[src/design/fetch_pkg.sv]
`default_nettype none

package fetch_pkg;

    // packet handed to decode.
    typedef struct packed {
        logic [31:0] pc;
        logic [31:0] inst;
        logic        fault;
    } fetch_packet_t;

    // read address channel payload.
    typedef struct packed {
        logic [31:0] addr;
        logic [3:0]  id;
        logic [7:0]  len;
        logic [2:0]  size;
        logic [1:0]  burst;
    } axi_ar_t;

    // read data channel payload.
    typedef struct packed {
        logic [31:0] data;
        logic [1:0]  resp;
        logic        last;
        logic [3:0]  id;
    } axi_r_t;

    // sdram window, A000_0000 up to BFFF_FFFF.
    localparam logic [3:0] SDRAM_BASE_NIBBLE = 4'hA;
    localparam logic [3:0] SDRAM_END_NIBBLE  = 4'hB;

    localparam logic [1:0] AXI_BURST_FIXED = 2'b00;
    localparam logic [1:0] AXI_BURST_INCR  = 2'b01;

    // four byte beats.
    localparam logic [2:0] AXI_SIZE_WORD = 3'b010;

    localparam logic [1:0] AXI_RESP_OKAY = 2'b00;

endpackage

`default_nettype wire

[src/design/fetch_unit.sv]
`timescale 1ns/1ns
`default_nettype none

module fetch_unit #(
    parameter logic [31:0] RESET_PC = 32'h3000_0000
) (
    input  wire logic                  clk,
    input  wire logic                  rst,

    // execute side.
    input  wire logic                  redirect_valid,
    input  wire logic [31:0]           redirect_pc,

    // decode side.
    input  wire logic                  fetch_ready,
    output logic                       fetch_valid,
    output fetch_pkg::fetch_packet_t   fetch_pkt,

    // cache lookup.
    output logic [31:0]                lookup_addr,
    input  wire logic                  lookup_hit,
    input  wire logic [31:0]           lookup_inst,
    input  wire logic                  lookup_fault
);
    import fetch_pkg::*;

    logic [31:0]   pc;
    logic [31:0]   pc_next;
    logic          out_free;
    logic          capture;
    fetch_packet_t pkt_next;

    // the cache always looks at the current pc.
    assign lookup_addr = pc;

    // output register is free when empty or draining this cycle.
    assign out_free = !fetch_valid || fetch_ready;

    // a redirect squashes whatever the hit path offers.
    assign capture = lookup_hit && out_free && !redirect_valid;

    assign pc_next = redirect_valid ? redirect_pc : pc + 32'd4;

    always_comb begin
        pkt_next.pc    = pc;
        pkt_next.inst  = lookup_inst;
        pkt_next.fault = lookup_fault;
    end

    // pc moves only on a capture or a redirect.
    always_ff @(posedge clk or posedge rst) begin
        if (rst) begin
            pc <= RESET_PC;
        end else if (redirect_valid || capture) begin
            pc <= pc_next;
        end
    end

    // valid of the output register.
    always_ff @(posedge clk or posedge rst) begin
        if (rst) begin
            fetch_valid <= 1'b0;
        end else if (redirect_valid) begin
            // old path packet is dropped even when stalled.
            fetch_valid <= 1'b0;
        end else if (capture) begin
            fetch_valid <= 1'b1;
        end else if (fetch_ready) begin
            fetch_valid <= 1'b0;
        end
    end

    // payload holds until the next capture.
    always_ff @(posedge clk) begin
        if (capture) begin
            fetch_pkt <= pkt_next;
        end
    end

endmodule

`default_nettype wire

[src/design/icache.sv]
`timescale 1ns/1ns
`default_nettype none

module icache #(
    parameter int unsigned LINE_BYTES = 16,
    parameter int unsigned NUM_LINES  = 8
) (
    input  wire logic                    clk,
    input  wire logic                    rst,

    // lookup from the fetch unit.
    input  wire logic [31:0]             lookup_addr,
    output logic                         lookup_hit,
    output logic [31:0]                  lookup_inst,
    output logic                         lookup_fault,

    // refill toward the AXI master.
    output logic                         refill_req,
    output logic [31:0]                  refill_addr,
    input  wire logic                    refill_done,
    input  wire logic [LINE_BYTES*8-1:0] refill_line,
    input  wire logic                    refill_fault
);
    localparam int OFFSET_W = $clog2(LINE_BYTES);
    localparam int INDEX_W  = $clog2(NUM_LINES);
    localparam int TAG_W    = 32 - OFFSET_W - INDEX_W;

    logic [LINE_BYTES*8-1:0] data_mem [NUM_LINES];
    logic [TAG_W-1:0]        tag_mem  [NUM_LINES];
    logic [NUM_LINES-1:0]    line_valid;

    logic [INDEX_W-1:0]      look_index;
    logic [TAG_W-1:0]        look_tag;
    logic [OFFSET_W-1:0]     word_sel;
    logic [31:0]             look_base;
    logic [LINE_BYTES*8-1:0] look_line;
    logic [INDEX_W-1:0]      fill_index;
    logic [TAG_W-1:0]        fill_tag;
    logic                    tag_hit;
    logic                    fault_pend;
    logic [31:0]             fault_addr;
    logic                    fault_hit;
    logic                    start_miss;

    assign look_index = lookup_addr[OFFSET_W +: INDEX_W];
    assign look_tag   = lookup_addr[31 -: TAG_W];
    assign word_sel   = lookup_addr[OFFSET_W-1:0] >> 2;
    assign look_base  = {lookup_addr[31:OFFSET_W], {OFFSET_W{1'b0}}};
    assign fill_index = refill_addr[OFFSET_W +: INDEX_W];
    assign fill_tag   = refill_addr[31 -: TAG_W];

    assign look_line = data_mem[look_index];
    assign tag_hit   = line_valid[look_index] && (tag_mem[look_index] == look_tag);

    // one-shot hit for the word whose refill failed.
    assign fault_hit = fault_pend && (lookup_addr == fault_addr);

    assign lookup_hit   = tag_hit || fault_hit;
    assign lookup_fault = fault_hit;
    assign lookup_inst  = fault_hit ? 32'h0 : look_line[word_sel*32 +: 32];

    // new refill only when none is running.
    assign start_miss = !refill_req && !lookup_hit && !refill_done;

    always_ff @(posedge clk or posedge rst) begin
        if (rst) begin
            line_valid <= '0;
            refill_req <= 1'b0;
            fault_pend <= 1'b0;
        end else if (refill_done) begin
            refill_req             <= 1'b0;
            line_valid[fill_index] <= !refill_fault;
            // flag it only if the pc still sits in the failed line.
            fault_pend             <= refill_fault && (look_base == refill_addr);
        end else begin
            if (fault_pend && !fault_hit) begin
                fault_pend <= 1'b0;
            end
            if (start_miss) begin
                refill_req <= 1'b1;
            end
        end
    end

    always_ff @(posedge clk) begin
        if (start_miss) begin
            refill_addr <= look_base;
        end
        if (refill_done) begin
            fault_addr <= lookup_addr;
        end
        if (refill_done && !refill_fault) begin
            data_mem[fill_index] <= refill_line;
            tag_mem[fill_index]  <= fill_tag;
        end
    end

endmodule

`default_nettype wire

[src/design/axi_refill.sv]
`timescale 1ns/1ns
`default_nettype none

module axi_refill #(
    parameter int unsigned LINE_BYTES = 16
) (
    input  wire logic                    clk,
    input  wire logic                    rst,

    // request from the cache.
    input  wire logic                    refill_req,
    input  wire logic [31:0]             refill_addr,
    output logic                         refill_done,
    output logic [LINE_BYTES*8-1:0]      refill_line,
    output logic                         refill_fault,

    // AXI read address.
    output logic                         arvalid,
    input  wire logic                    arready,
    output fetch_pkg::axi_ar_t           ar,

    // AXI read data.
    input  wire logic                    rvalid,
    output logic                         rready,
    input  wire fetch_pkg::axi_r_t       r
);
    import fetch_pkg::*;

    localparam int WORDS  = LINE_BYTES / 4;
    localparam int BEAT_W = (WORDS > 1) ? $clog2(WORDS) : 1;

    typedef enum logic [1:0] {
        IDLE,
        ADDR,
        DATA,
        DONE
    } state_t;

    state_t            state;
    logic [BEAT_W-1:0] beat;
    logic              burst_mode;
    logic              in_sdram;
    logic              start;
    logic              ar_fire;
    logic              r_fire;
    logic              last_beat;

    assign in_sdram = (refill_addr[31:28] >= SDRAM_BASE_NIBBLE) &&
                      (refill_addr[31:28] <= SDRAM_END_NIBBLE);

    assign start   = (state == IDLE) && refill_req;
    assign ar_fire = arvalid && arready;
    assign r_fire  = rvalid && rready;

    // burst ends on rlast, single beats end on the count.
    assign last_beat = burst_mode ? r.last : (beat == BEAT_W'(WORDS - 1));

    always_ff @(posedge clk or posedge rst) begin
        if (rst) begin
            state        <= IDLE;
            arvalid      <= 1'b0;
            rready       <= 1'b0;
            refill_done  <= 1'b0;
            refill_fault <= 1'b0;
            burst_mode   <= 1'b0;
            beat         <= '0;
        end else begin
            refill_done <= 1'b0;
            case (state)
                IDLE: begin
                    if (refill_req) begin
                        arvalid      <= 1'b1;
                        burst_mode   <= in_sdram;
                        refill_fault <= 1'b0;
                        beat         <= '0;
                        state        <= ADDR;
                    end
                end
                ADDR: begin
                    if (ar_fire) begin
                        arvalid <= 1'b0;
                        rready  <= 1'b1;
                        state   <= DATA;
                    end
                end
                DATA: begin
                    if (r_fire) begin
                        beat <= beat + 1'b1;
                        if (r.resp != AXI_RESP_OKAY) begin
                            refill_fault <= 1'b1;
                        end
                        if (last_beat) begin
                            rready      <= 1'b0;
                            refill_done <= 1'b1;
                            state       <= DONE;
                        end else if (!burst_mode) begin
                            // next single-beat request.
                            rready  <= 1'b0;
                            arvalid <= 1'b1;
                            state   <= ADDR;
                        end
                    end
                end
                default: begin
                    state <= IDLE;
                end
            endcase
        end
    end

    always_ff @(posedge clk) begin
        if (start) begin
            ar.addr  <= refill_addr;
            ar.id    <= '0;
            ar.size  <= AXI_SIZE_WORD;
            ar.len   <= in_sdram ? 8'(WORDS - 1) : 8'd0;
            ar.burst <= in_sdram ? AXI_BURST_INCR : AXI_BURST_FIXED;
        end else if (r_fire && !burst_mode) begin
            ar.addr <= ar.addr + 32'd4;
        end
        if (r_fire) begin
            refill_line[beat*32 +: 32] <= r.data;
        end
    end

endmodule

`default_nettype wire

[src/design/fetch_top.sv]
`timescale 1ns/1ns
`default_nettype none

module fetch_top #(
    parameter int unsigned LINE_BYTES = 16,
    parameter int unsigned NUM_LINES  = 8,
    parameter logic [31:0] RESET_PC   = 32'h3000_0000
) (
    input  wire logic                  clk,
    input  wire logic                  rst,

    // decode side.
    output logic                       fetch_valid,
    input  wire logic                  fetch_ready,
    output fetch_pkg::fetch_packet_t   fetch_pkt,

    // execute side.
    input  wire logic                  redirect_valid,
    input  wire logic [31:0]           redirect_pc,

    // AXI read master.
    output logic                       arvalid,
    input  wire logic                  arready,
    output fetch_pkg::axi_ar_t         ar,
    input  wire logic                  rvalid,
    output logic                       rready,
    input  wire fetch_pkg::axi_r_t     r
);
    logic [31:0]             lookup_addr;
    logic                    lookup_hit;
    logic [31:0]             lookup_inst;
    logic                    lookup_fault;
    logic                    refill_req;
    logic [31:0]             refill_addr;
    logic                    refill_done;
    logic [LINE_BYTES*8-1:0] refill_line;
    logic                    refill_fault;

    fetch_unit #(
        .RESET_PC (RESET_PC)
    ) u_fetch_unit (
        .clk            (clk),
        .rst            (rst),
        .redirect_valid (redirect_valid),
        .redirect_pc    (redirect_pc),
        .fetch_ready    (fetch_ready),
        .fetch_valid    (fetch_valid),
        .fetch_pkt      (fetch_pkt),
        .lookup_addr    (lookup_addr),
        .lookup_hit     (lookup_hit),
        .lookup_inst    (lookup_inst),
        .lookup_fault   (lookup_fault)
    );

    icache #(
        .LINE_BYTES (LINE_BYTES),
        .NUM_LINES  (NUM_LINES)
    ) u_icache (
        .clk          (clk),
        .rst          (rst),
        .lookup_addr  (lookup_addr),
        .lookup_hit   (lookup_hit),
        .lookup_inst  (lookup_inst),
        .lookup_fault (lookup_fault),
        .refill_req   (refill_req),
        .refill_addr  (refill_addr),
        .refill_done  (refill_done),
        .refill_line  (refill_line),
        .refill_fault (refill_fault)
    );

    axi_refill #(
        .LINE_BYTES (LINE_BYTES)
    ) u_axi_refill (
        .clk          (clk),
        .rst          (rst),
        .refill_req   (refill_req),
        .refill_addr  (refill_addr),
        .refill_done  (refill_done),
        .refill_line  (refill_line),
        .refill_fault (refill_fault),
        .arvalid      (arvalid),
        .arready      (arready),
        .ar           (ar),
        .rvalid       (rvalid),
        .rready       (rready),
        .r            (r)
    );

endmodule

`default_nettype wire

[config.mk]
export PLATFORM = sky130hd
export DESIGN_NAME = fetch_top
export DESIGN_NICKNAME = d
export VERILOG_FILES = /design/src/design/fetch_pkg.sv /design/src/design/fetch_unit.sv /design/src/design/icache.sv /design/src/design/axi_refill.sv /design/src/design/fetch_top.sv
export SDC_FILE = /design/constraint.sdc
export NUM_CORES = 1
export LEC_CHECK = 0
export ABC_AREA = 0
export BUFFER_PORTS_ARGS = -buffer_cell sky130_fd_sc_hd__buf_2
export CAP_MARGIN = 20
export CORE_ASPECT_RATIO = 1.1
export CORE_UTILIZATION = 60
export CTS_BUF_LIST = sky130_fd_sc_hd__clkbuf_2 sky130_fd_sc_hd__clkbuf_4 sky130_fd_sc_hd__clkbuf_8
export DETAILED_ROUTE_END_ITERATION = 8
export PLACE_DENSITY = 0.87
export SLEW_MARGIN = 20
export SYNTH_ARGS = -nofsm -noshare
export SYNTH_HDL_FRONTEND = slang
export SYNTH_SLANG_ARGS = --single-unit
[constraint.sdc]
create_clock -name clk -period 18.53 [get_ports clk]
set_input_delay 1.853 -clock clk [delete_from_list [all_inputs] [get_ports clk]]
set_output_delay 1.853 -clock clk [all_outputs]
set_load 0.01 [all_outputs]
## After elaboration in Yosys (flattened, before gate mapping)

Memories as Yosys holds them, arrays and structs flattened.
Cells that the tools add are included.

- Output and inout bits: 117
- RAM bits: 1,224
- Bits in latches: 0
- Memories kept: 2
- Memory bits (read-only): 0
- Input port bits: 77
- Bits in registers: 347

- $lt $le $gt $ge: 5
- Reductions and logical operators: 41
- Div/mod/pow operators: 0
- Equal/unequal tests: 13
- Shifts and indexed selects: 3
- Bitwise operators: 0
- Mux-type cells: 48
- $mul: 0
- Add/sub/neg operators: 4

Memories:

| memory | words | bits a word | rd ports | clocked after Yosys merged registers in | wr ports | line | source |
|---|---|---|---|---|---|---|---|
| u_icache.data_mem | 8 | 128 | 1 | 0 | 1 | icache.sv:28 | `logic [LINE_BYTES*8-1:0] data_mem [NUM_LINES];` |
| u_icache.tag_mem | 8 | 25 | 1 | 0 | 1 | icache.sv:29 | `logic [TAG_W-1:0] tag_mem [NUM_LINES];` |

Operators by type and width:

| operator | count |
|---|---|
| $bwmux W128 | 1 |
| $shift A32 B34 Y128 const A | 1 |
| $shiftx A128 B8 Y32 | 1 |
| $shiftx A32 B34 Y128 | 1 |
| $mux W32 | 3 |
| $add A32 B3 Y32 const B | 2 |
| $neg A7 Y34 | 1 |
| $eq A32 B32 Y1 | 1 |
| $eq A28 B28 Y1 | 1 |
| $mux W1 | 28 |
| $eq A25 B25 Y1 | 1 |
| $mux W2 | 8 |
| $logic_and A1 B1 Y1 | 15 |
| $reduce_and A4 Y1 | 3 |
| $reduce_bool A2 Y1 | 6 |
| $bwmux W8 | 1 |
| $logic_not A1 Y1 | 8 |
| $lt A3 B4 Y1 const B | 2 |
| $ne A2 B1 Y1 const B | 3 |
| $ne A2 B2 Y1 const B | 3 |
| $pmux W2 S3 | 1 |
| $reduce_and A6 Y1 | 1 |
| $reduce_bool A3 Y1 | 2 |
| $eq A2 B2 Y1 const B | 2 |
| 15 further kinds | 18 |

## Longest topological paths before layout

- Depth after elaboration: 9
- Depth in mapped cells: 14
- Gate-level depth less buffers: 8

## Cells and area by module

From an unflattened synthesis, not the netlist that was laid out.

- Cells, all modules: 2,891
- Area total of the unflattened synthesis: 60,824.6 um^2

Modules (own cells, without submodules):

| module | instances | area an instance (um^2) | sequential area each (um^2) | cells each |
|---|---|---|---|---|
| icache | 1 | 49,703.9 | 38,807.2 | 2,090 |
| axi_refill | 1 | 7,309.5 | 5,059.9 | 535 |
| fetch_unit | 1 | 3,811.2 | 2,780.2 | 266 |

## Least setup slack after synthesis

No wires, ideal clock.

- Path kind: register -> register
- From: register u_axi_refill.refill_done
- To: memory u_icache.data_mem[4][0] (netlist name) (enable)
- Arrival: 12,077 ps
- Cell stages (with the launch flop): 5
- Slack: 5,599 ps
- Data required time: 17,676 ps
- Path through: dfrtp_1 nand2_1 or2_2 clkbuf_1 nor3_1

- Cells in the longest elaborated chain, start to end: 3

Ends and longest elaborated chain:

| element | line | source |
|---|---|---|
| from (decl) | axi_refill.sv:13 | `output logic refill_done,` |
| from (signal assigned) | axi_refill.sv:63 | `refill_done <= 1'b0;` |
| from (signal assigned) | axi_refill.sv:68 | `refill_done <= 1'b0;` |
| from (signal assigned) | axi_refill.sv:94 | `refill_done <= 1'b1;` |
| $logic_and A1 B1 Y1 | icache.sv:92 | `if (refill_done && !refill_fault) begin` |
| $mux W1 | icache.sv:92 |  |
| $mux W1 (not written as such) | icache.sv:93 | `data_mem[fill_index] <= refill_line;` |
| to (decl) | icache.sv:28 |  |

No other way between the ends.

## Worst setup path after layout

- From: register u_fetch_unit.pc[5] (netlist: u_fetch_unit.lookup_addr[5])
- To: register u_fetch_unit.fetch_pkt[11] (netlist name)

- Cells in the longest elaborated chain, start to end: 6
- Elaborated cells on any way between the ends: 10
- Those cells by class: 2 x eq/ne; 2 x mux; 5 x reduce/logical; 1 x memory

Ends and longest elaborated chain:

| element | line | source |
|---|---|---|
| from (decl) | fetch_unit.sv:27 | `logic [31:0] pc;` |
| from (signal assigned) | fetch_unit.sv:55 | `pc <= pc_next;` |
| $mem_v2 Z8 W25 / $bmux W1 S3 (equally long branches) | - |  |
| $eq A25 B25 Y1 / $mux W1 (equally long branches) | icache.sv:53 | `assign tag_hit = line_valid[look_index] && (tag_mem[look_index] == look_tag);` |
| $logic_and A1 B1 Y1 | icache.sv:53 |  |
| $logic_or A1 B1 Y1 * | icache.sv:58 | `assign lookup_hit = tag_hit \|\| fault_hit;` |
| $logic_and A1 B1 Y1 * (2 in series) | fetch_unit.sv:40 | `assign capture = lookup_hit && out_free && !redirect_valid;` |
| via u_fetch_unit.capture | fetch_unit.sv:30 | `logic capture;` |

Mark *: on every way through the listed nets, which the timed path passes. The rest lies on a longest branch. The select of a mux whose other input is x is not followed.
A chain may end at the register's enable or synchronous reset.

==> impl_metrics.env <==
export IMPL_regArea_um2=46600
export IMPL_synthesis_area_um2=61400
export IMPL_ios=194
export IMPL_numPortBuffers=173
export IMPL_synth_top_area_cell="edfxtp_1"
export IMPL_rsz0062_at_grt="false"
export IMPL_slowest_delay_ns=0.80
export IMPL_cts_hold_buffers_added=0
export IMPL_finalClockSkew_ns=0.0678
export IMPL_hpwl_mm=81.8
export IMPL_leakage_nw=22.7
export IMPL_ir_drop_mv=0.117
export IMPL_die_area_um2=104000
export IMPL_slowest_stage="buf_4"
export IMPL_setup_violations=0
export IMPL_hold_violations=0
export IMPL_status="completed"
export IMPL_synth_edf_count=1508
export IMPL_cts_sinks=1560
export IMPL_dr_pass1_iters=6
export IMPL_grt_max_degree=137
export IMPL_synthTopCellsByCount="1508 x edfxtp_1, 343 x mux4_2, 134 x and2_1, 115 x nand2_1, 105 x clkbuf_1"
export IMPL_avgViaCountPerCell=6.55
export IMPL_drc_errors=0
export IMPL_antenna_found_initial=21
export IMPL_dr_total_vias=32000
export IMPL_p_per_area_nw_per_um2=116
export IMPL_cts_tree="built"
export IMPL_die_height_um=338
export IMPL_core_area_um2=101000
export IMPL_post_drt_wl_per_cell_um=30.0
export IMPL_cts_buffer_depth=3
export IMPL_crit_path_end_kind="register"
export IMPL_cp_max_fo=136
export IMPL_yosys_warnings=0
export IMPL_cp_common_cell="buf_4"
export IMPL_ant_nets=0
export IMPL_worstPathRequired_ns=19.02
export IMPL_min_path_type="register to register"
export IMPL_wirelength_mm=147
export IMPL_syn_to_final_growth_pct=11.1
export IMPL_setup_tns_ns=0
export IMPL_cp_start_kind="register"
export IMPL_synth_seq_cells=1560
export IMPL_post_cts_buffers=0
export IMPL_synthMostInstantiatedCell="edfxtp_1"
export IMPL_finalMaxSlewViolations=0
export IMPL_drv_cap=0
export IMPL_final_core_utilization_pct=67.6
export IMPL_synth_ff_type="edfxtp_1"
export IMPL_cts_root_buffer="clkbuf_8"
export IMPL_maxSlewHeadroom_pct=19.1
export IMPL_insertion_delay_ns=0.91
export IMPL_postSynth_asyncResetShare_pct=3.33
export IMPL_fmax_ghz=0.162
export IMPL_nFillCells=5950
export IMPL_fin_crit_sh_pct=33.4
export IMPL_initial_utilization_pct=60.8
export IMPL_yosysUniqueCellTypes=69
export IMPL_gr_total_overflow=0
export IMPL_grt_pass1_vias=33000
export IMPL_grt_pass1_wl_mm=213
export IMPL_path_class="register to register"
export IMPL_track_usage_pct=28.7
export IMPL_final_cell_area_um2=68300
export IMPL_crit_chain="buf_4 > buf_12 > mux4_2 > mux2i_1 > xor2_1 > nand2_1 > or4_4 > o41ai_4 > and2_4 > buf_4"
export IMPL_crit_arrival_ns=6.68
export IMPL_syn_inst=3035
export IMPL_synth_top_area_share_pct=73.7
export IMPL_htreeDepth=4
export IMPL_min_period_ns=6.19
export IMPL_worst_pin_slew_ns=1.21
export IMPL_avgSynthCellArea_um2=20.2
export IMPL_multi_input_area_um2=14000
export IMPL_nNetsFinal=3418
export IMPL_drt_initial_drc_count=4423
export IMPL_place_congestion=0.894
export IMPL_dieWidth_um=307
export IMPL_yosysSeqAreaShare_pct=75.8
export IMPL_postCtsResizedCells=0
export IMPL_final_layout_size_suffix_gt1_share_pct=28.3
export IMPL_clk_pin_slew_ns=0.06
export IMPL_numCtsBuffers=223
export IMPL_synth_area_leaders="edfxtp_1 74%, mux4_2 13%, dfrtp_1 2.0%, mux2i_1 1.5%, and2_1 1.4%"
export IMPL_postPlaceCellArea_um2=63800
export IMPL_rows=122
==> critical path: cells and delay by family, from the launching register on <==
kind	cells	cell delay, ns
buffers and inverters	3	2.10
and+or+nand+nor	3	1.07
DFF	1	0.78
AOI/OAI and AO/OA	1	0.66
muxes	2	0.62
xor gates and xnor gates	1	0.35
==> cell families after synthesis <==
logic type,count (synthesis),synth area share [%]
flops,1560,75.8
simple gates,542,4.74
mux,459,14.5
buf+inv,203,1.56
compound gates,161,1.73
xor+xnor,96,1.37
fa+ha+maj,12,0.244
other cells,2,0.0122
==> where the power goes <==
| group | internal (W) | leakage, nW | total [W] | switching [W] |
|---|---|---|---|---|
| Combinational | 0.000395 | 5.94 | 0.000953 | 0.000558 |
| Sequential | 0.00409 | 14.4 | 0.00429 | 0.000195 |
| Clock | 0.00141 | 2.35 | 0.00269 | 0.00128 |
==> state kept, by name, summed over array words and instances, names as in the netlist, 2 cells and up <==
name                      flops
u_fetch_unit.lookup_addr     32
u_icache.line_valid           8
u_icache.fault_addr          32
u_axi_refill.state            2
u_fetch_unit.fetch_pkt       65
u_axi_refill.refill_line    128
u_icache.refill_addr         28
u_icache.tag_mem            200
u_axi_refill.ar              31
u_axi_refill.beat             2
u_icache.data_mem          1024
==> stage by stage <==
step	total power, W	cells	hold WS [ns]	setup WS (ns)
2_1_floorplan	0.00492	3049	0.454	5.60
3_3_place_gp	0.00524	4468	0.485	12.43
3_5_place_dp	0.00529	4468	0.489	12.38
4_1_cts	0.00796	4877	0.506	12.35
5_1_grt	0.00817	4887	0.523	12.16
6_report	0.00793	4890	0.507	12.34
==> layout make-up <==
class                   count  area share (%)
clock inverters           108            1.15
clock buffers             301            5.37
well taps                1364            2.50
flip-flops and latches   1560            68.2
repair buffers            236            2.00
diodes                     13          0.0476
inverters                  22           0.121
multi-input cells        1286            20.6
==> per-layer routing <==
layer | global-route usage [%] | up-vias | wire length, um
li1 | - | 12900 | -
met5 | 0 | - | 74
met2 | 47.5 | 2358 | 74000
met4 | 14.7 | 12 | 6890
met3 | 6.79 | 462 | 15700
met1 | 35.8 | 16300 | 50200
==> path summary, 6_finish.rpt <==
check	start	endpoint	slack [ns]	depth (start not counted)
hold / removal	u_fetch_unit.lookup_addr[20]	u_icache.fault_addr[20]	0.51	0
min in group asynchronous	rst	u_axi_refill.arvalid	1.13	3
max in group asynchronous	rst	u_fetch_unit.lookup_addr[3]	16.73	3
setup reg to reg	u_fetch_unit.lookup_addr[5]	u_fetch_unit.fetch_pkt[11]	12.34	10
setup / recovery	u_fetch_unit.lookup_addr[5]	u_fetch_unit.fetch_pkt[11]	12.34	10
hold reg to reg	u_fetch_unit.lookup_addr[20]	u_icache.fault_addr[20]	0.51	0
==> layout by cell type, fill, tap and decap left out, drive strengths merged, types with 50 or more instances in the layout <==
cell type     n
edfxtp     1508
mux4        343
clkbuf      301
buf         236
and2        134
nand2       115
mux2i        90
clkinv       86
nor2         75
o21ai        74
xnor2        63
dfrtp        50
Power figures use the tool's default switching activity.
